[src/logic/gsim_num_pkg.sv]
// fixed-point formats; sat_x and sat_acc take a sign-extended 64-bit value and clamp it
`default_nettype none

package gsim_num_pkg;

	localparam int N_UNK      = 16; // unknowns per system
	localparam int COEF_W     = 16; // width of one memory lane
	localparam int RECIP_FRAC = 14; // recip diagonal is Q2.14
	localparam int X_FRAC     = 16; // x and residual are Q16.16

	typedef logic signed [COEF_W-1:0] coef_t;     // integer a_ij or b_i
	typedef logic signed [15:0]       recip_t;
	typedef logic signed [31:0]       x_t;
	typedef logic signed [47:0]       acc_t;
	typedef logic signed [63:0]       wide_t;     // headroom for sums and products
	typedef logic [N_UNK*COEF_W-1:0]  mem_word_t; // lane k at bits 16k upward

	localparam x_t   X_MAX   = 32'sh7fff_ffff;
	localparam x_t   X_MIN   = 32'sh8000_0000;
	localparam acc_t ACC_MAX = 48'sh7fff_ffff_ffff;
	localparam acc_t ACC_MIN = 48'sh8000_0000_0000;

	function automatic x_t sat_x(input wide_t v);
		if (v > wide_t'(X_MAX))
			return X_MAX;
		if (v < wide_t'(X_MIN))
			return X_MIN;
		return x_t'(v);
	endfunction

	function automatic acc_t sat_acc(input wide_t v);
		if (v > wide_t'(ACC_MAX))
			return ACC_MAX;
		if (v < wide_t'(ACC_MIN))
			return ACC_MIN;
		return acc_t'(v);
	endfunction

endpackage

`default_nettype wire

[src/logic/gsim_sched_pkg.sv]
// memory layout and schedule constants; FIFO_DEPTH must be a power of two
`default_nettype none

package gsim_sched_pkg;

	localparam int MAT_WORDS  = 18; // b, recip, then rows 0..15
	localparam int WORD_B     = 0;
	localparam int WORD_ROW0  = 2;
	localparam int ITER_COUNT = 16; // sweeps per matrix
	localparam int FIFO_DEPTH = 4;  // also the starting credit count

	typedef logic [9:0] mem_addr_t;
	typedef logic [8:0] x_addr_t;
	typedef logic [4:0] mat_idx_t;
	typedef logic [3:0] row_idx_t;
	typedef logic [$clog2(MAT_WORDS)-1:0]    word_idx_t;
	typedef logic [$clog2(ITER_COUNT)-1:0]   iter_idx_t;
	typedef logic [$clog2(FIFO_DEPTH)-1:0]   fifo_ptr_t;
	typedef logic [$clog2(FIFO_DEPTH+1)-1:0] credit_t;

	typedef enum logic [2:0] {
		S_IDLE,
		S_LOAD_B,
		S_LOAD_RECIP,
		S_ROW,
		S_ROW_WAIT,
		S_FINISH
	} seq_state_t;

endpackage

`default_nettype wire

[src/logic/gsim_x_store.sv]
// b, recip and x are valid only after the first i_load_b of a run; no result back-pressure
`default_nettype none

module gsim_x_store (
	input  logic                     i_clk,
	input  logic                     i_reset,
	input  logic                     i_load_b,
	input  logic                     i_load_recip,
	input  gsim_num_pkg::mem_word_t  i_word,
	input  gsim_num_pkg::x_t         i_x_new,
	input  logic                     i_x_vld,
	input  gsim_sched_pkg::row_idx_t i_x_row,
	input  logic                     i_final_iter,
	input  gsim_sched_pkg::mat_idx_t i_mat_idx,
	output gsim_num_pkg::coef_t      o_b_vec [gsim_num_pkg::N_UNK],
	output gsim_num_pkg::recip_t     o_recip_vec [gsim_num_pkg::N_UNK],
	output gsim_num_pkg::x_t         o_x_vec [gsim_num_pkg::N_UNK],
	output logic                     o_x_wen,
	output gsim_sched_pkg::x_addr_t  o_x_addr,
	output gsim_num_pkg::x_t         o_x_data
);

	// ------------------------------------------------------------------
	// vectors
	// ------------------------------------------------------------------
	always_ff @(posedge i_clk) begin
		if (i_load_b) begin
			for (int k = 0; k < gsim_num_pkg::N_UNK; k++) begin
				o_b_vec[k] <= i_word[gsim_num_pkg::COEF_W*k +: gsim_num_pkg::COEF_W];
				o_x_vec[k] <= '0; // each system starts from x = 0
			end
		end
		if (i_load_recip) begin
			for (int k = 0; k < gsim_num_pkg::N_UNK; k++) begin
				o_recip_vec[k] <= i_word[gsim_num_pkg::COEF_W*k +: gsim_num_pkg::COEF_W];
			end
		end
		if (i_x_vld)
			o_x_vec[i_x_row] <= i_x_new; // in place, next row sees it
	end

	// result port, final sweep only
	always_ff @(posedge i_clk or posedge i_reset) begin
		if (i_reset)
			o_x_wen <= 1'b0;
		else
			o_x_wen <= i_x_vld && i_final_iter;
	end

	always_ff @(posedge i_clk) begin
		if (i_x_vld && i_final_iter) begin
			o_x_addr <= gsim_sched_pkg::x_addr_t'({i_mat_idx, i_x_row}); // mat*16 + row
			o_x_data <= i_x_new;
		end
	end

endmodule

`default_nettype wire

[config.mk]
export PLATFORM = sky130hd
export DESIGN_NAME = gsim_x_store
export DESIGN_NICKNAME = d
export VERILOG_FILES = /design/src/logic/gsim_num_pkg.sv /design/src/logic/gsim_sched_pkg.sv /design/src/logic/gsim_x_store.sv
export SDC_FILE = /design/constraint.sdc
export NUM_CORES = 1
export LEC_CHECK = 0
export ABC_AREA = 1
export BUFFER_PORTS_ARGS = -buffer_cell sky130_fd_sc_hd__buf_2
export CORE_AREA = 5 5 528 530
export CTS_BUF_LIST = sky130_fd_sc_hd__clkbuf_2
export DETAILED_ROUTE_END_ITERATION = 8
export DIE_AREA = 0 0 533 535
export GPL_ROUTABILITY_DRIVEN = 0
export PLACE_DENSITY_LB_ADDON = 0.3
export SKIP_LAST_GASP = 1
export SYNTH_ARGS = -nofsm -noshare
export SYNTH_HDL_FRONTEND = slang
export SYNTH_SLANG_ARGS = --single-unit
[constraint.sdc]
create_clock -name i_clk -period 0.8 [get_ports i_clk]
set_input_delay 0.04 -clock i_clk [delete_from_list [all_inputs] [get_ports i_clk]]
set_output_delay 0.04 -clock i_clk [all_outputs]
set_load 0.05 [all_outputs]
Word level (Yosys, flattened, before mapping)
Cells that the tools add are included.

Register bits: 1066. Input port bits: 303. Logic and storage cells: 61.

Order comparisons: 2. Muxes and demuxes: 5. Bitwise gates (word level): 1. Reduce and logical (&&, ||, !) cells: 2.

Operators by type and width (count): two-way mux 512 bit (2); bitwise mux 512 bit (1); demux 32 bit (select 4 bit) (1); two-way mux 32 bit (1); >= comparator 5 bit (second input constant) (1); less-than comparator 5 x 1 -> 1 bit (second input constant) (1); NOT 4 -> 5 bit (1); logical AND 1 bit (2).

Logic depth before layout (Yosys ltp)
Word-level depth: 7. Depth in mapped cells: 7.

Worst setup path before layout
Ideal clock, no wire load.

Path kind: input port to flip-flop. From: in i_final_iter. To: reg o_x_addr[0], enable pin. Data arrival time: 894 ps. Setup slack: -490 ps. Stages on the path: 2. Cells stage by stage: nand2_1 > inv_1.

Longest elaborated chain between the ends: 1.

Ends and longest elaborated chain: start, declared (line gsim_x_store.sv:13) `input logic i_final_iter,`; logical AND 1 bit (line gsim_x_store.sv:51) `if (i_x_vld && i_final_iter) begin`; end signal, assigned (line gsim_x_store.sv:52) `o_x_addr <= gsim_sched_pkg::x_addr_t'({i_mat_idx, i_x_row});`; end, declared (line gsim_x_store.sv:19) `output gsim_sched_pkg::x_addr_t o_x_addr,`.

Every way passes these cells. A chain may end at the register's enable or synchronous reset.

Worst setup path after layout
From: reg o_recip_vec[156] in the netlist's numbering. To: out o_recip_vec[156] in the netlist's numbering.

RTL lines: start, declared (line gsim_x_store.sv:16) `output gsim_num_pkg::recip_t o_recip_vec [gsim_num_pkg::N_UNK],`; start signal, assigned by index (line gsim_x_store.sv:35) `o_recip_vec[k] <= i_word[gsim_num_pkg::COEF_W*k +: gsim_num_pkg::COEF_W];`.

No word-level cell between the ends.

==> impl_metrics.json <==
{
  "crit_required_ns": 0.76,
  "clkTransAtPathRegs_ns": 0.12,
  "synth_most_common_cell": "nand2_1",
  "drtIter0Drc": 2414,
  "via_count": 38172,
  "drc": 0,
  "period_needed_ns": 2.49,
  "ys_async_sr_fraction_pct": 0.0938,
  "p_clk_share_pct": 31.6,
  "final_cell_count_no_fill": 10454,
  "ant_nets": 0,
  "post-route-period-util_pct": 311,
  "timing.hold.ws_ns": -0.0674,
  "dr.pass1.iters": 5,
  "p_per_area_nw_per_um2": 1800,
  "ys_ff_latch": 1066,
  "fp-row-count": 192,
  "cp.depth": 1,
  "p_seq_share_pct": 45.9,
  "grt_use_total_pct": 16.7,
  "start_kind": "flip-flop",
  "worst_pin_slew_ns": 0.762,
  "power.internal_mw": 89.4,
  "rsz0062_at_grt": "yes",
  "total_power_mw": 136,
  "fill_cells": 28178,
  "wl_mm": 250,
  "slowest_stage": "edfxtp_1",
  "syn_inst": 3911,
  "chipWidth_um": 533,
  "synthTopCellsByArea": "edfxtp_1, dfxtp_1, nand2_1",
  "ys_warn_count": 0,
  "syn_area_um2": 37800,
  "grt_antenna_before_repair": 41,
  "cts_root_buf": "clkbuf_2",
  "placed_cells": 8822,
  "routedWlPerCell_um": 23.9,
  "vias_per_cell": 3.65,
  "power_frac_comb_pct": 22.5,
  "synth_cell_type_count": 12,
  "crit_path_cell_trace": "buf_12",
  "cp-end-kind": "output port",
  "cts-htree-levels": 5,
  "area_growth_pct": 100,
  "status": "finished with violations",
  "reg2regPathDepth": 5,
  "crit_arrival_ns": 2.45,
  "yosysTopAreaCell": "edfxtp_1",
  "synth_ff_type": "edfxtp_1",
  "cts_max_path_buffers": 4,
  "crit_fanout": 1,
  "hold_depth": 8,
  "cp_slowest_stage_delay_ns": 0.52,
  "numCtsBuffers": 305,
  "violations": "negative hold slack, negative setup slack",
  "seq_area_frac_synth_pct": 71.1,
  "cts_tree": "yes",
  "finalClockSkew_ns": 0,
  "fin_ws_ns": -1.69,
  "p_sw_mw": 47.0,
  "slew_headroom_pct": 49.0,
  "nets": 6920,
  "hpwlAfterDp_mm": 180,
  "path_delay_family": "flip-flops",
  "avgSynthCellArea_um2": 9.67,
  "multi_input_area_um2": 8330,
  "core_um2": 273000,
  "leakagePower_nw": 32.4,
  "finalSetupViolations": 2183,
  "layout.area.seq_um2": 27700,
  "place.port_buffers": 1368,
  "hold_violations": 31,
  "synth_top_area_share_pct": 43.9,
  "synth-edff-count": 553,
  "gr-total-overflow": 0,
  "max_freq_mhz": 401,
  "cts.sinks": 1066,
  "hold_class": "in2reg",
  "timing.critical_path.buf_inv": 1,
  "boundaryPins": 1369,
  "drv_cap": 0,
  "slew_violations": 0,
  "grt_max_degree": 58,
  "start_util_pct": 13.9,
  "vdd_ir_drop_max_mv": 1.05,
  "switching_share_pct": 34.4,
  "grt_pass1_wl_mm": 333,
  "die_height_um": 535,
  "yosys-top-cells-count": "nand2_1, edfxtp_1, nor2_1, inv_1, dfxtp_1",
  "critPathKind": "reg2out",
  "grt_pass1_vias": 38625,
  "clock_latency_ns": 1.47,
  "dieArea_um2": 285000,
  "synthesis.nets": 4214,
  "drive_above_1_share_pct": 39.1
}
[routing by layer]
layer  up-vias  track usage, %  share of wire (%)
met4        28            9.42                6.5
li1      17476               -                  -
met2      1917            29.3                 50
met3       489            5.41                8.0
met5         -               0              0.078
met1     18262            17.6                 36
[final cells by class]
type,instances,area share (%)
Antenna cell,30,0.0993
Clock buffer,436,2.89
Clock inverter,89,0.808
Inverter,522,2.64
Multi-Input combinational cell,2091,11.0
Sequential cell,1066,36.6
Tap cell,3589,5.94
Timing Repair Buffer,2631,40.0
[logic make-up (layout without fill, tap and decap cells)]
group	after synthesis	in the layout	share of synthesized area (%)
buf+inv	754	3678	7.65
flops	1066	1066	71.1
other cells	0	30	0
simple gates	2091	2091	21.2
[power groups by stage]
| stage | Sequential (mW) | Clock [mW] | Combinational, mW |
|---|---|---|---|
| after floorplan | 72.7 | 0 | 2.13 |
| after global placement | 63.2 | 0 | 22.5 |
| after detailed placement | 63.2 | 0 | 22.5 |
| after CTS | 62.6 | 45.1 | 30.6 |
| after global routing | 62.9 | 48.2 | 31.4 |
| final | 62.7 | 43.1 | 30.6 |
[sequential cells by signal, summed over array words and instances (netlist names)]
signal and cells:
o_x_vec 512, o_b_vec 256, o_recip_vec 256, o_x_data 32, o_x_addr 9, o_x_wen 1
[cell usage in the layout, fill, tap and decap left out, types with 9 or more instances in the layout]
| cell | netlist | layout |
|---|---|---|
| nand2_1 | 1422 | 1411 |
| dlygate4sd3_1 | 0 | 1007 |
| edfxtp_1 | 553 | 553 |
| nor2_1 | 527 | 504 |
| inv_1 | 521 | 503 |
| buf_6 | 0 | 462 |
| buf_8 | 0 | 461 |
| dfxtp_2 | 0 | 453 |
| clkbuf_2 | 0 | 439 |
| buf_2 | 50 | 300 |
| buf_12 | 0 | 275 |
| nand3_1 | 139 | 128 |
| buf_4 | 0 | 117 |
| dfxtp_4 | 0 | 59 |
| clkinv_1 | 1 | 55 |
| diode_2 | 0 | 30 |
| nor2_4 | 0 | 18 |
| inv_2 | 0 | 14 |
| clkinv_2 | 0 | 9 |
[path summary, 6_finish.rpt]
check / startpoint / to / slack [ns]
max in group asynchronous: i_reset / o_x_wen$_DFF_PP0_ / 0.12
min in group asynchronous: i_reset / o_x_wen$_DFF_PP0_ / 0.57
hold reg to reg: o_x_vec[245]$_DFF_P_ / o_x_vec[245]$_DFF_P_ / 0.53
setup reg to reg: o_x_vec[175]$_DFF_P_ / o_x_vec[175]$_DFF_P_ / 0.02
hold / removal: i_x_row[3] / o_x_vec[216]$_DFF_P_ / -0.07
setup / recovery: o_recip_vec[156]$_DFFE_PP_ / o_recip_vec[156] / -1.69
[repair_timing]
action | 4_1_cts | 5_1_grt
hold buffers | 1029 | 25
setup buffers | 16 | 29
pin swaps | 0 | 14
endpoints found under the hold margin | 1620 | 778
setup endpoints to repair | 1067 | 1732
gates resized for setup | 2442 | 124
[stage by stage]
stage / hold slack [ns] / TNS [ns] / setup WS, ns / util, % / instance area (um^2)
final: -0.0674 / -1695.59 / -1.69 / 27.7 / 75600
after global routing: -0.360 / -1877.95 / -2.03 / 27.7 / 75500
after CTS: -0.0150 / -1914.59 / -2.11 / 27.4 / 74900
after detailed placement: -0.114 / -352.30 / -0.600 / 19.6 / 53500
after global placement: -0.107 / -348.92 / -0.627 / 19.6 / 53500
after floorplan: -0.231 / -36.58 / -0.243 / - / 39400
No activity file was read; power rests on OpenSTA's default activity.
