<file path="config.mk">
export PLATFORM = sky130hd
export DESIGN_NAME = gsim_sequencer
export DESIGN_NICKNAME = d
export VERILOG_FILES = /design/src/logic/gsim_sched_pkg.sv /design/src/logic/gsim_sequencer.sv
export SDC_FILE = /design/constraint.sdc
export NUM_CORES = 1
export LEC_CHECK = 0
export BUFFER_PORTS_ARGS = -buffer_cell sky130_fd_sc_hd__buf_2
export CORE_UTILIZATION = 55
export DETAILED_ROUTE_END_ITERATION = 16
export PLACE_DENSITY = 0.91
export SLEW_MARGIN = 20
export SYNTH_ARGS = -nofsm -noshare
export SYNTH_HDL_FRONTEND = slang
export SYNTH_SLANG_ARGS = --single-unit
</file>
<file path="constraint.sdc">
create_clock -name i_clk -period 3.2 [get_ports i_clk]
set_clock_uncertainty 0.05 [all_clocks]
set_input_delay 0.32 -clock i_clk [delete_from_list [all_inputs] [get_ports i_clk]]
set_output_delay 0.32 -clock i_clk [all_outputs]
set_load 0.01 [all_outputs]
</file>
<file path="src/logic/gsim_sched_pkg.sv">
// memory layout and schedule constants; FIFO_DEPTH must be a power of two
`default_nettype none

package gsim_sched_pkg;

	localparam int MAT_WORDS  = 18; // b, recip, then rows 0..15
	localparam int WORD_B     = 0;
	localparam int WORD_ROW0  = 2;
	localparam int ITER_COUNT = 16; // sweeps per matrix
	localparam int FIFO_DEPTH = 4;  // also the starting credit count

	typedef logic [9:0] mem_addr_t;
	typedef logic [8:0] x_addr_t;
	typedef logic [4:0] mat_idx_t;
	typedef logic [3:0] row_idx_t;
	typedef logic [$clog2(MAT_WORDS)-1:0]    word_idx_t;
	typedef logic [$clog2(ITER_COUNT)-1:0]   iter_idx_t;
	typedef logic [$clog2(FIFO_DEPTH)-1:0]   fifo_ptr_t;
	typedef logic [$clog2(FIFO_DEPTH+1)-1:0] credit_t;

	typedef enum logic [2:0] {
		S_IDLE,
		S_LOAD_B,
		S_LOAD_RECIP,
		S_ROW,
		S_ROW_WAIT,
		S_FINISH
	} seq_state_t;

endpackage

`default_nettype wire

</file>
<file path="src/logic/gsim_sequencer.sv">
// consumes words in fetch order; i_module_en must stay high from start until done
`default_nettype none

module gsim_sequencer (
	input  logic                     i_clk,
	input  logic                     i_reset,
	input  logic                     i_module_en,
	input  gsim_sched_pkg::mat_idx_t i_matrix_num,
	input  logic                     i_word_vld,
	input  logic                     i_x_vld,
	output logic                     o_start,
	output logic                     o_pop,
	output logic                     o_load_b,
	output logic                     o_load_recip,
	output logic                     o_row_go,
	output gsim_sched_pkg::row_idx_t o_row_idx,
	output gsim_sched_pkg::mat_idx_t o_mat_idx,
	output logic                     o_final_iter,
	output logic                     o_proc_done
);

	gsim_sched_pkg::seq_state_t state;
	gsim_sched_pkg::seq_state_t state_nxt;
	gsim_sched_pkg::mat_idx_t   mat_cnt;
	gsim_sched_pkg::iter_idx_t  iter_cnt;
	gsim_sched_pkg::row_idx_t   row_cnt;
	logic                       last_row;
	logic                       last_iter;
	logic                       last_mat;

	assign last_row  = (row_cnt == '1);
	assign last_iter = (iter_cnt == gsim_sched_pkg::iter_idx_t'(gsim_sched_pkg::ITER_COUNT - 1));
	assign last_mat  = (mat_cnt == i_matrix_num - 1'b1);

	// ------------------------------------------------------------------
	// next state and pops
	// ------------------------------------------------------------------
	always_comb begin
		state_nxt    = state;
		o_start      = 1'b0;
		o_pop        = 1'b0;
		o_load_b     = 1'b0;
		o_load_recip = 1'b0;
		o_row_go     = 1'b0;
		case (state)
			gsim_sched_pkg::S_IDLE: begin
				if (i_module_en) begin
					o_start   = 1'b1;
					state_nxt = gsim_sched_pkg::S_LOAD_B;
				end
			end
			gsim_sched_pkg::S_LOAD_B: begin
				if (i_word_vld) begin
					o_pop     = 1'b1;
					o_load_b  = 1'b1; // also clears x
					state_nxt = gsim_sched_pkg::S_LOAD_RECIP;
				end
			end
			gsim_sched_pkg::S_LOAD_RECIP: begin
				if (i_word_vld) begin
					o_pop        = 1'b1;
					o_load_recip = 1'b1;
					state_nxt    = gsim_sched_pkg::S_ROW;
				end
			end
			gsim_sched_pkg::S_ROW: begin
				if (i_word_vld) begin
					o_pop     = 1'b1;
					o_row_go  = 1'b1;
					state_nxt = gsim_sched_pkg::S_ROW_WAIT;
				end
			end
			gsim_sched_pkg::S_ROW_WAIT: begin
				if (i_x_vld) begin // x lands in the store on this edge
					if (!last_row || !last_iter)
						state_nxt = gsim_sched_pkg::S_ROW;
					else if (!last_mat)
						state_nxt = gsim_sched_pkg::S_LOAD_B;
					else
						state_nxt = gsim_sched_pkg::S_FINISH;
				end
			end
			gsim_sched_pkg::S_FINISH: begin
				if (!i_module_en)
					state_nxt = gsim_sched_pkg::S_IDLE;
			end
			default: state_nxt = gsim_sched_pkg::S_IDLE;
		endcase
	end

	always_ff @(posedge i_clk or posedge i_reset) begin
		if (i_reset) begin
			state       <= gsim_sched_pkg::S_IDLE;
			mat_cnt     <= '0;
			iter_cnt    <= '0;
			row_cnt     <= '0;
			o_proc_done <= 1'b0;
		end else begin
			state       <= state_nxt;
			o_proc_done <= (state == gsim_sched_pkg::S_FINISH) && i_module_en;
			if (o_start) begin
				mat_cnt  <= '0;
				iter_cnt <= '0;
				row_cnt  <= '0;
			end else if (state == gsim_sched_pkg::S_ROW_WAIT && i_x_vld) begin
				row_cnt <= row_cnt + 1'b1; // wraps to row 0
				if (last_row) begin
					iter_cnt <= last_iter ? '0 : iter_cnt + 1'b1;
					if (last_iter)
						mat_cnt <= mat_cnt + 1'b1;
				end
			end
		end
	end

	assign o_row_idx    = row_cnt;
	assign o_mat_idx    = mat_cnt;
	assign o_final_iter = last_iter;

	// new x only comes back while a row is outstanding
	a_x_while_waiting: assert property (@(posedge i_clk) disable iff (i_reset)
		i_x_vld |-> (state == gsim_sched_pkg::S_ROW_WAIT));

endmodule

`default_nettype wire

</file>
## Yosys cells after proc, flatten, opt, wreduce, memory -nomap -nowiden

Cells that the tools add are included.

- Flip-flop bits (word level): 17
- Bits in latches: 0
- RAM bits: 0
- Bits in read-only memories: 0
- Input port bits: 10
- Output and inout bits: 16
- Word-level logic and storage cells: 62
- Memories kept: 0

- Add/subtract/negate cells: 4
- Multiply operators: 0
- Div/mod/pow operators: 0
- Magnitude comparators: 0
- Equality and inequality tests: 14
- Shifts and indexed selects: 0
- Mux-type cells: 26
- Bitwise logic cells: 0
- Reductions and logical operators: 13

Operators with widths:

| operator | count |
|---|---|
| two-way mux 3 bit | 8 |
| two-way mux 4 bit | 6 |
| two-way mux 5 bit | 4 |
| case mux 3 bit (6 select lines) | 1 |
| != test 2 bit, second input constant | 6 |
| adder 4 x 1 -> 4 bit, second input constant | 2 |
| == test 4 bit, second input constant | 2 |
| two-way mux 1 bit | 7 |
| == test 3 x 2 -> 1 bit, second input constant | 2 |
| == test 3 bit, second input constant | 2 |
| AND reduction 6 bit | 1 |
| nonzero test 2 bit | 3 |
| adder 5 x 1 -> 5 bit, second input constant | 1 |
| == test 5 bit | 1 |
| subtractor 5 x 1 -> 5 bit, second input constant | 1 |
| == test 3 x 1 -> 1 bit, second input constant | 1 |
| zero test 3 bit | 1 |
| AND reduction 3 bit | 1 |
| OR reduction 3 bit | 1 |
| logical AND 1 bit | 2 |
| zero test 1 bit | 2 |
| AND reduction 2 bit | 1 |
| logical OR 1 bit | 1 |

## Longest topological paths before layout

- Word-level depth: 6
- Mapped depth: 6
- Mapped depth without buffers: 6

## Worst setup path before layout

OpenSTA, ideal clock, no wires.

- Path kind: register to output
- Start: reg state[0]
- End: out o_start
- Arrival time: 1.313 ns
- Data required time: 2.830 ns
- Setup slack: 1.517 ns
- Stages on the path, launching flop included: 3
- Path buffers: 1
- Path through: dfrtp_1 > nor4b_1 > clkbuf_1

- Cells in the longest elaborated chain, start to end: 2

RTL lines:

| element | line | source |
|---|---|---|
| start: declaration | gsim_sequencer.sv:22 | `gsim_sched_pkg::seq_state_t state;` |
| start signal: assignment | gsim_sequencer.sv:93 | `state <= gsim_sched_pkg::S_IDLE;` |
| start signal: assignment | gsim_sequencer.sv:99 | `state <= state_nxt;` |
| zero test 3 bit | gsim_sequencer.sv:45 | `case (state)` |
| two-way mux 1 bit | gsim_sequencer.sv:45 |  |
| end: declaration | gsim_sequencer.sv:11 | `output logic o_start,` |

Every way passes these cells.

## Worst setup path after layout

- Start: reg state[0]
- End: reg state[2]

- Cells in the longest elaborated chain, start to end: 3
- Elaborated cells between the ends (all ways): 14
- Classes of those cells: eq/ne: 11; mux: 1; reduce/logical: 2

RTL lines:

| element | line |
|---|---|
| == test 3 bit, or another cell as far along | gsim_sequencer.sv:45 |
| != test 2 bit (no line) | - |
| AND reduction 6 bit (no line) | - |

Parallel ways exist; a longest one is shown, timed or not.
A chain may end at the register's enable or synchronous reset.

==> results.toml <==
[floorplanning]
dieHeight_um = 45.4
start_util_pct = 59.3
die_area_mm2 = 0.00206
die_w_um = 45.4
num_rows = 15
io_pins = 26
core_mm2 = 0.00175

[setup_path]
critical_path_required_ns = 3.35
crit_fanout = 14
start_kind = "flop"
critPathKind = "flop to flop"
crit_arrival_ns = 2.09
endpoint_kind = "flop"

[layout]
post-route-util_pct = 69.5
synthToLayoutAreaGrowth_pct = 17.2
multiInputGateArea_um2 = 571
drive_gt1_share_pct = 22.7
fin_nets = 156
area.sequential_um2 = 425
fillCellCount = 138
antenna_cells = 0

[run_status]
status = "complete, no violations"

[clocking]
ctsLongestPathBuffers = 2
cts_tree = "yes"
path_clk_slew_ns = 0.09
cts_buffers = 3
cts_resized = 0
clock-root-buffer = "clkbuf_4"
htree_levels = 1
cts_hold_buffers = 0
post_cts.repair.setup_buffers = 0
clock-sinks = 17
clk_latency_ns = 0.29

[sta]
worst_slack_ns = 1.27
hold_viol_final = 0
drv_slew = 0
fmax_ghz = 0.517
fin_crit_ns = 1.93
rsz0062_at_grt = "no"
finalCritPeriodShare_pct = 60.4
maxSlewHeadroom_pct = 57.0
setup_violations = 0
tightest_slew_ns = 0.644
finalSetupTns_ns = 0

[detailed_routing]
antenna_left = 0
via_per_inst = 5.55
drt-total-wl_um = 2140
wl_per_cell_um = 12.9
drt_iter0_drc = 24
drc_errors = 0
dr.pass1.iters = 4
num_vias = 922

[grt]
grtUsageTotal_pct = 24.3
antenna_found_initial = 0
grt_start_max_net_pins = 18
grt-ovfl-total = 0
grt_pass1_vias = 834
grt_pass1_wl_um = 3500

[logic_synthesis]
async_flop_share_pct = 100
ys_ff_latch = 17
synthTopCellsByCount = "dfrtp_1 (17), nor2_1 (14), nand2_1 (9), xor2_1 (9), o21ai_0 (8)"
synth-edff-count = 0
yosys.area.top_type = "dfrtp_1"
avgSynthCellArea_um2 = 9.00
ys_seq_area_share_pct = 41.1
syn-num-nets = 129
netlist.area_leader.share_pct = 41.1
synth.area.top_cells = "dfrtp_1 (41%), xor2_1 (7.6%), nor2_1 (5.1%)"
yosysMostFrequentCell = "dfrtp_1"
ys_types = 32
synth_ff_type = "dfrtp_1"
yosys_warnings = 0
netlist_area_mm2 = 0.00103
synthCells = 115

[pwr]
vdd_drop_max_v = 0.000273
p_per_area_mw_per_mm2 = 497
power.leakage_uw = 0.000616
finalPower_uw = 602

[hold_path]
min_path_type = "input pin to async pin"

[place]
gp_congestion = 0.860
dp_hpwl_um = 1630
numPortBuffers = 25
place_ws_ns = 1.28

[flow_run]
cap_viol_max_count = 0
## where the power goes
part | total, µW | switching [µW] | leakage [µW] | internal, µW
sequential | 298 | 57.5 | 0.000233 | 240
clock | 113 | 64.7 | 0.0000150 | 48.5
combinational | 191 | 98.8 | 0.000368 | 92.6
## placed cells by master, fill, tap and decap left out, types with 2 or more instances in the layout
| cell | count |
|---|---|
| buf_2 | 25 |
| nor4bb_1 | 2 |
| xor2_1 | 9 |
| mux2i_1 | 2 |
| nor2_1 | 14 |
| or3_1 | 2 |
| clkbuf_4 | 3 |
| nor3b_1 | 2 |
| a21oi_1 | 5 |
| xnor2_1 | 5 |
| nor3_1 | 3 |
| o21ai_0 | 8 |
| dfrtp_1 | 17 |
| inv_1 | 7 |
| nand4_1 | 3 |
| ha_1 | 4 |
| nand2_1 | 9 |
| nand3_1 | 5 |
## through the flow
| stage | instance area [µm²] | hold WS (ns) | std cells |
|---|---|---|---|
| CTS | 1210 | 0.0529 | 166 |
| global route | 1210 | 0.0897 | 166 |
| detailed placement | 1190 | 0.382 | 162 |
| finish | 1210 | 0.0451 | 166 |
| floorplan | 1030 | 0.196 | 115 |
| global placement | 1190 | 0.377 | 162 |
## state kept, by name, indices dropped and copies added (netlist names)
register	count
o_proc_done	1
state	3
o_row_idx	4
iter_cnt	4
o_mat_idx	5
## layout make-up
type,instances,share of cell area [%]
sequential,17,35.1
clock buffer,4,2.17
timing repair buffer,26,10.9
multi-input combinational,87,47.1
tap,25,2.58
inverter,7,2.17
## final timing paths
| path | to | start | cells past startpoint | slack, ns |
|---|---|---|---|---|
| worst max-delay path | state[2] | state[0] | 4 | 1.27 |
| worst min-delay path | iter_cnt[3] | i_reset | 2 | 0.05 |
| worst max register to register | state[2] | state[0] | 4 | 1.27 |
| worst min register to register | o_row_idx[1] | o_row_idx[1] | 2 | 0.53 |
| max in group asynchronous | o_mat_idx[2] | i_reset | 2 | 2.64 |
| min in group i_clk | o_proc_done | i_module_en | 2 | 0.30 |
## worst max-delay path, stage by stage (launching register included)
cell and delay, ns:
dfrtp_1 0.52, nand4bb_1 0.35, nor3_1 0.52, nand4_1 0.16, o31ai_1 0.24
## metal layers
| layer | up-vias | part of all wire, % | global-route usage (%) |
|---|---|---|---|
| li1 | 457 | - | - |
| met1 | 439 | 43 | 27.5 |
| met2 | 24 | 52 | 42.9 |
| met3 | 2 | 4.7 | 7.14 |
| met4 | 0 | 0.65 | 9.09 |
| met5 | - | 0 | 0 |
## kinds of logic after synthesis
group / Yosys count / synth area share (%)
buffers and inverters: 11 / 4.35
adders and majority gates: 4 / 4.84
and+or+nand+nor: 48 / 25.2
muxes: 3 / 3.02
xor gates and xnor gates: 14 / 11.9
DFF: 17 / 41.1
AOI/OAI and AO/OA: 18 / 9.67
(Power assumes the default switching activity.)
