## config.mk

```make
export PLATFORM = sky130hd
export DESIGN_NAME = gsim_scale_stage
export DESIGN_NICKNAME = d
export VERILOG_FILES = /design/src/logic/gsim_num_pkg.sv /design/src/logic/gsim_sched_pkg.sv /design/src/logic/gsim_scale_stage.sv
export SDC_FILE = /design/constraint.sdc
export NUM_CORES = 2
export LEC_CHECK = 0
export ABC_AREA = 1
export BUFFER_PORTS_ARGS = -buffer_cell sky130_fd_sc_hd__buf_2
export CAP_MARGIN = 5
export CORE_ASPECT_RATIO = 0.8
export CORE_MARGIN = 2
export CORE_UTILIZATION = 60
export CTS_BUF_LIST = sky130_fd_sc_hd__clkbuf_8
export CTS_CLUSTER_DIAMETER = 30
export CTS_CLUSTER_SIZE = 20
export DETAILED_ROUTE_END_ITERATION = 6
export GPL_TIMING_DRIVEN = 0
export PLACE_DENSITY = 0.81
export SYNTH_ARGS = -nofsm -noshare
export SYNTH_HDL_FRONTEND = slang
export SYNTH_SLANG_ARGS = --single-unit
```

## constraint.sdc

```tcl
create_clock -name i_clk -period 1 [get_ports i_clk]
set_input_delay 0.15 -clock i_clk [delete_from_list [all_inputs] [get_ports i_clk]]
set_output_delay 0.15 -clock i_clk [all_outputs]
set_load 0.1 [all_outputs]
```

## src/logic/gsim_num_pkg.sv

```systemverilog
// fixed-point formats; sat_x and sat_acc take a sign-extended 64-bit value and clamp it
`default_nettype none

package gsim_num_pkg;

	localparam int N_UNK      = 16; // unknowns per system
	localparam int COEF_W     = 16; // width of one memory lane
	localparam int RECIP_FRAC = 14; // recip diagonal is Q2.14
	localparam int X_FRAC     = 16; // x and residual are Q16.16

	typedef logic signed [COEF_W-1:0] coef_t;     // integer a_ij or b_i
	typedef logic signed [15:0]       recip_t;
	typedef logic signed [31:0]       x_t;
	typedef logic signed [47:0]       acc_t;
	typedef logic signed [63:0]       wide_t;     // headroom for sums and products
	typedef logic [N_UNK*COEF_W-1:0]  mem_word_t; // lane k at bits 16k upward

	localparam x_t   X_MAX   = 32'sh7fff_ffff;
	localparam x_t   X_MIN   = 32'sh8000_0000;
	localparam acc_t ACC_MAX = 48'sh7fff_ffff_ffff;
	localparam acc_t ACC_MIN = 48'sh8000_0000_0000;

	function automatic x_t sat_x(input wide_t v);
		if (v > wide_t'(X_MAX))
			return X_MAX;
		if (v < wide_t'(X_MIN))
			return X_MIN;
		return x_t'(v);
	endfunction

	function automatic acc_t sat_acc(input wide_t v);
		if (v > wide_t'(ACC_MAX))
			return ACC_MAX;
		if (v < wide_t'(ACC_MIN))
			return ACC_MIN;
		return acc_t'(v);
	endfunction

endpackage

`default_nettype wire

```

## src/logic/gsim_sched_pkg.sv

```systemverilog
// memory layout and schedule constants; FIFO_DEPTH must be a power of two
`default_nettype none

package gsim_sched_pkg;

	localparam int MAT_WORDS  = 18; // b, recip, then rows 0..15
	localparam int WORD_B     = 0;
	localparam int WORD_ROW0  = 2;
	localparam int ITER_COUNT = 16; // sweeps per matrix
	localparam int FIFO_DEPTH = 4;  // also the starting credit count

	typedef logic [9:0] mem_addr_t;
	typedef logic [8:0] x_addr_t;
	typedef logic [4:0] mat_idx_t;
	typedef logic [3:0] row_idx_t;
	typedef logic [$clog2(MAT_WORDS)-1:0]    word_idx_t;
	typedef logic [$clog2(ITER_COUNT)-1:0]   iter_idx_t;
	typedef logic [$clog2(FIFO_DEPTH)-1:0]   fifo_ptr_t;
	typedef logic [$clog2(FIFO_DEPTH+1)-1:0] credit_t;

	typedef enum logic [2:0] {
		S_IDLE,
		S_LOAD_B,
		S_LOAD_RECIP,
		S_ROW,
		S_ROW_WAIT,
		S_FINISH
	} seq_state_t;

endpackage

`default_nettype wire

```

## src/logic/gsim_scale_stage.sv

```systemverilog
// expects at most one residual in flight; result is floor-rounded by the arithmetic shift
`default_nettype none

module gsim_scale_stage (
	input  logic                     i_clk,
	input  logic                     i_reset,
	input  gsim_num_pkg::acc_t       i_acc,
	input  logic                     i_acc_vld,
	input  gsim_sched_pkg::row_idx_t i_acc_row,
	input  gsim_num_pkg::recip_t     i_recip_vec [gsim_num_pkg::N_UNK],
	output gsim_num_pkg::x_t         o_x_new,
	output logic                     o_x_vld,
	output gsim_sched_pkg::row_idx_t o_x_row
);

	gsim_num_pkg::wide_t prod;
	gsim_num_pkg::wide_t scaled;

	// Q16.16 times Q2.14 gives 30 fraction bits
	assign prod   = gsim_num_pkg::wide_t'(i_acc)
		* gsim_num_pkg::wide_t'(i_recip_vec[i_acc_row]);
	assign scaled = prod >>> gsim_num_pkg::RECIP_FRAC; // back to Q16.16

	always_ff @(posedge i_clk or posedge i_reset) begin
		if (i_reset)
			o_x_vld <= 1'b0;
		else
			o_x_vld <= i_acc_vld;
	end

	always_ff @(posedge i_clk) begin
		if (i_acc_vld) begin
			o_x_new <= gsim_num_pkg::sat_x(scaled);
			o_x_row <= i_acc_row;
		end
	end

	// sequencer waits for each x before starting the next row
	a_one_row_in_flight: assert property (@(posedge i_clk) disable iff (i_reset)
		i_acc_vld |=> !i_acc_vld);

endmodule

`default_nettype wire

```

# Word-level counts from Yosys, hierarchy flattened
# Cells that the tools add are included.
# op_classes
mul	1
order_cmp	3
mux	12
bitwise_logic	1
# op_table
op	n
two-way mux 32 bit	4
binary-select mux 16 bit (select 4 bit)	1
multiplier 48 x 16 -> 64 bit	1
> comparator 50 x 32 -> 1 bit (second input constant)	1
less-than comparator 50 x 32 -> 1 bit (second input constant)	1
two-way mux 16 bit	2
greater-or-equal comparator 5 bit (second input constant)	1
two-way mux 1 bit	5
inverter 4 -> 5 bit	1
# totals
register_bits	37
output_inout_bits	37
word_cells	20

# Longest topological paths before layout
# depth
depth_word	12
mapped_depth	45
ltp_nobuf	42

# Least setup slack after synthesis
# Ideal clock, no wire load.
# synth_path
path_kind	in2reg
from	input i_acc_row[1]
to	register o_x_new[0] (data pin)
arrival_time_ps	7325
slack_ps	-6577
stages	42
cell_sequence	buf_6 -> inv_2 -> buf_6 -> clkbuf_1 -> clkbuf_1 -> o21ai_0 -> o221ai_1 -> o211ai_1 -> nand2_1 -> clkbuf_1 -> buf_1 -> nand2_1 -> fa_1 -> inv_1 -> fa_1 -> inv_1 -> fa_1 -> inv_1 -> (+6 left out) -> nand2_1 -> nor2_1 -> inv_1 -> nor2_1 -> inv_1 -> nor4_1 -> nand2_1 -> nand2_1 -> nand3_1 -> nand2_1 -> xor2_1 -> nor3b_1 -> nand2_1 -> nor2_1 -> nand2_1 -> nand2_2 -> buf_6 -> nand2_1
# synth_between
elab_chain_cells	11
# synth_rtl
element	line_no	source
from (decl)	gsim_scale_stage.sv:9	input gsim_sched_pkg::row_idx_t i_acc_row,
inverter 4 -> 5 bit (not written as such) *	gsim_scale_stage.sv:21	* gsim_num_pkg::wide_t'(i_recip_vec[i_acc_row]);
binary-select mux 16 bit (select 4 bit) *	gsim_scale_stage.sv:21	
two-way mux 16 bit (not written as such) * (2 in series)	gsim_scale_stage.sv:21	
multiplier 48 x 16 -> 64 bit *	gsim_scale_stage.sv:21	
less-than comparator 50 x 32 -> 1 bit	gsim_num_pkg.sv:26	if (v < wide_t'(X_MIN))
two-way mux 1 bit (2 in series)	gsim_num_pkg.sv:26	
two-way mux 1 bit	gsim_scale_stage.sv:32	if (i_acc_vld) begin
two-way mux 32 bit	gsim_num_pkg.sv:28	return x_t'(v);
two-way mux 32 bit *	gsim_num_pkg.sv:26	
to (signal assigned)	gsim_scale_stage.sv:33	o_x_new <= gsim_num_pkg::sat_x(scaled);
to (decl)	gsim_scale_stage.sv:11	output gsim_num_pkg::x_t o_x_new,
# Mark *: on every way between the ends. The rest lies on a longest branch, timed or not. The select of a mux whose other input is x is not followed.
# A chain may end at the register's enable or synchronous reset.

# Final worst setup path
# layout_path
from	input i_acc_row[0]
to	register o_x_new[10] (data pin)
# The elaborated chain is that of the path after synthesis.

==> impl_metrics.env <==
export IMPL_outcome="complete, but fails checks"
export IMPL_violations="DRC, setup timing"
export IMPL_end_kind="flop"
export IMPL_setup_tns_ns=-215.78
export IMPL_drt_initial_drc_count=3439
export IMPL_pin_count=348
export IMPL_cp_buffers_inverters=13
export IMPL_htreeDepth=2
export IMPL_hpwl_mm=96.1
export IMPL_num_rows=73
export IMPL_grtUsageTotal_pct=47.1
export IMPL_seqCellArea_mm2=0.00111
export IMPL_die_area_mm2=0.0518
export IMPL_synth_cell_types=42
export IMPL_setup_violations=69
export IMPL_cts_root_buf="clkbuf_8"
export IMPL_die_width_um=254
export IMPL_syn_area_mm2=0.0300
export IMPL_synth_fp_nets=5117
export IMPL_drt_wl_total_mm=121
export IMPL_tightest_slew_ns=1.02
export IMPL_drv_cap=0
export IMPL_yosysWarnings=0
export IMPL_startpoint="i_acc_row[0]"
export IMPL_drv_slew=0
export IMPL_crit_required_ns=1.08
export IMPL_syn_avg_cell_area_um2=7.58
export IMPL_grt_pass1_vias=31000
export IMPL_core_area_mm2=0.0495
export IMPL_clock_sinks=37
export IMPL_cp_num_cells=41
export IMPL_die_h_um=204
export IMPL_endpoint="o_x_new[10]$_SDFFCE_PN1P_"
export IMPL_num_nets_final=5642
export IMPL_start_util_pct=60.5
export IMPL_rsz0062_at_grt="true"
export IMPL_max_freq_mhz=130
export IMPL_synth_seq_area_share_pct=3.69
export IMPL_nFillCells=3530
export IMPL_first_pass_iters=7
export IMPL_cpLargestDelayFamily="adder cells"
export IMPL_drc_errors=8
export IMPL_cp_slowest_cell="fa_1"
export IMPL_syn_inst=3954
export IMPL_grt_overflow_total=0
export IMPL_grt_pass1_wl_mm=180
export IMPL_antenna_found_initial=7
export IMPL_whs_ns=0.0110
export IMPL_drtAntennaViolNets=0
export IMPL_fin_cells=5162
export IMPL_hold_viol_final=0
export IMPL_critPathMaxStageDelay_ns=0.58
export IMPL_ys_seq_elements=37
export IMPL_setup_slack_ns=-6.70
export IMPL_numPortBuffers=340
export IMPL_place_area_mm2=0.0332
export IMPL_critPathMaxFanout=10
export IMPL_finalCritPeriodShare_pct=770
export IMPL_numCtsBuffers=5
export IMPL_clkTransAtPathRegs_ns=0.11
export IMPL_grt_max_degree=38
export IMPL_vias_per_cell=5.84
export IMPL_multi_input_comb_area_mm2=0.0263
export IMPL_wl_per_cell_um=23.4
export IMPL_max_slew_margin_pct=32.2
export IMPL_period_needed_ns=7.70
export IMPL_gp_congestion=1.06
export IMPL_vias=30100
export IMPL_cts_tree="done"
export IMPL_hold_class="input port to flop"
export IMPL_cts_buffer_depth=2
export IMPL_syn_to_final_growth_pct=27.3
export IMPL_finalInstanceArea_mm2=0.0382
export IMPL_path_class="input port to flop"
export IMPL_dp_cells=4969
export IMPL_layout_drive_gt1_share_pct=25.0
export IMPL_critical_path_most_common_cell="fa_1"
export IMPL_arrival_ns=7.78
export IMPL_cp_start_kind="input port"
## layer usage
| layer | GRT usage, % | share of wire [%] | up-vias |
|---|---|---|---|
| met4 | 18.8 | 5.5 | 8 |
| met1 | 63.4 | 37 | 14700 |
| met2 | 68.8 | 42 | 2335 |
| met3 | 18.0 | 15 | 503 |
| li1 | - | - | 12600 |
| met5 | 0 | 0.041 | - |
## final cells by class
type | count | share of cell area (%)
Multi-Input combinational cell | 2714 | 69.0
Inverter | 1032 | 10.4
Timing Repair Buffer | 523 | 10.1
Buffer | 166 | 5.13
Sequential cell | 37 | 2.90
Tap cell | 675 | 2.21
Clock buffer | 5 | 0.180
Clock inverter | 3 | 0.0459
Antenna cell | 7 | 0.0459
## layout by cell type, fill, tap and decap left out, types with 35 or more instances in the layout
| cell | count |
|---|---|
| ha_4 | 37 |
| clkbuf_1 | 45 |
| buf_4 | 133 |
| fa_2 | 36 |
| o21ai_0 | 115 |
| nor2_2 | 60 |
| clkbuf_16 | 40 |
| nand2_2 | 83 |
| fa_1 | 673 |
| nand2_1 | 649 |
| nor2_1 | 453 |
| buf_2 | 305 |
| o21ai_1 | 37 |
| nand3_1 | 51 |
| buf_12 | 35 |
| inv_1 | 963 |
| ha_1 | 101 |
| inv_2 | 52 |
| a21oi_1 | 69 |
| buf_6 | 68 |
| a21oi_2 | 39 |
| edfxtp_1 | 36 |
## flip-flops by register name (all words and copies together) (netlist names)
signal and flops:
o_x_new 32, o_x_row 4, o_x_vld 1
## synthesized netlist by cell type (all sizes together)
cell | instances | area (µm²)
nor3b | 1 | 7.51
nand4 | 4 | 25.0
nand3b | 7 | 52.6
fa | 709 | 14200
clkinv | 4 | 15.0
a31oi | 21 | 131
o22ai | 16 | 100
a21o | 2 | 15.0
dfrtp | 1 | 25.0
buf | 32 | 201
a21boi | 4 | 30.0
xor2 | 26 | 228
nor3 | 11 | 55.1
and2 | 1 | 6.26
edfxtp | 36 | 1080
o21ai | 182 | 911
o221ai | 40 | 350
nor4 | 9 | 56.3
nor2 | 547 | 2070
ha | 143 | 1790
nand2 | 761 | 2900
o221a | 1 | 11.3
xnor2 | 22 | 200
a221oi | 1 | 8.76
o211ai | 17 | 133
a21oi | 113 | 566
clkbuf | 139 | 522
o21a | 14 | 105
inv | 1028 | 3860
nand3 | 58 | 290
and3 | 2 | 12.5
a211oi | 2 | 15.0
## per-stage QoR
| step | util, % | worst slack (ns) |
|---|---|---|
| final | 77.1 | -6.70 |
| after CTS | 74.3 | -6.45 |
| after global routing | 77.1 | -6.87 |
| after global placement | 67.1 | -8.73 |
| after floorplan | - | -5.86 |
| after detailed placement | 67.1 | -8.74 |
## logic make-up after synthesis
group / count (synthesis) / share of synthesized area (%)
AO/OA/AOI/OAI: 413 / 7.93
XOR/XNOR: 48 / 1.43
adder cells (fa/ha/maj): 852 / 53.3
buffers and inverters: 1203 / 15.3
flip-flops: 37 / 3.69
AND/OR/NAND/NOR: 1401 / 18.3
## worst min path at each step
| stage | slack, ns | endpoint | from | depth (start not counted) |
|---|---|---|---|---|
| after global routing | 0.01 | o_x_row[2]$_DFFE_PP_ | i_acc_row[2] | 1 |
| final | 0.01 | o_x_row[2]$_DFFE_PP_ | i_acc_row[2] | 1 |
| after detailed placement | -0.01 | o_x_vld$_DFF_PP0_ | i_reset | 2 |
| after CTS | 0.0008 | o_x_row[0]$_DFFE_PP_ | i_acc_row[0] | 1 |
| after floorplan | -0.12 | o_x_vld$_DFF_PP0_ | i_reset | 1 |
| after global placement | -0.02 | o_x_vld$_DFF_PP0_ | i_reset | 2 |
## repair_timing
| item | CTS | global route |
|---|---|---|
| endpoints found under the setup margin | 69 | 69 |
| hold buffers | 2 | 0 |
| gates cloned | 16 | 5 |
| pin swaps | 216 | 185 |
| buffers inserted | 110 | 50 |
| endpoints found under the hold margin | 2 | 0 |
| resized for setup | 611 | 281 |
Power is left out: the tool's default activity adds up to more than one toggle a clock period on the data nets, which glitch-free logic cannot reach.
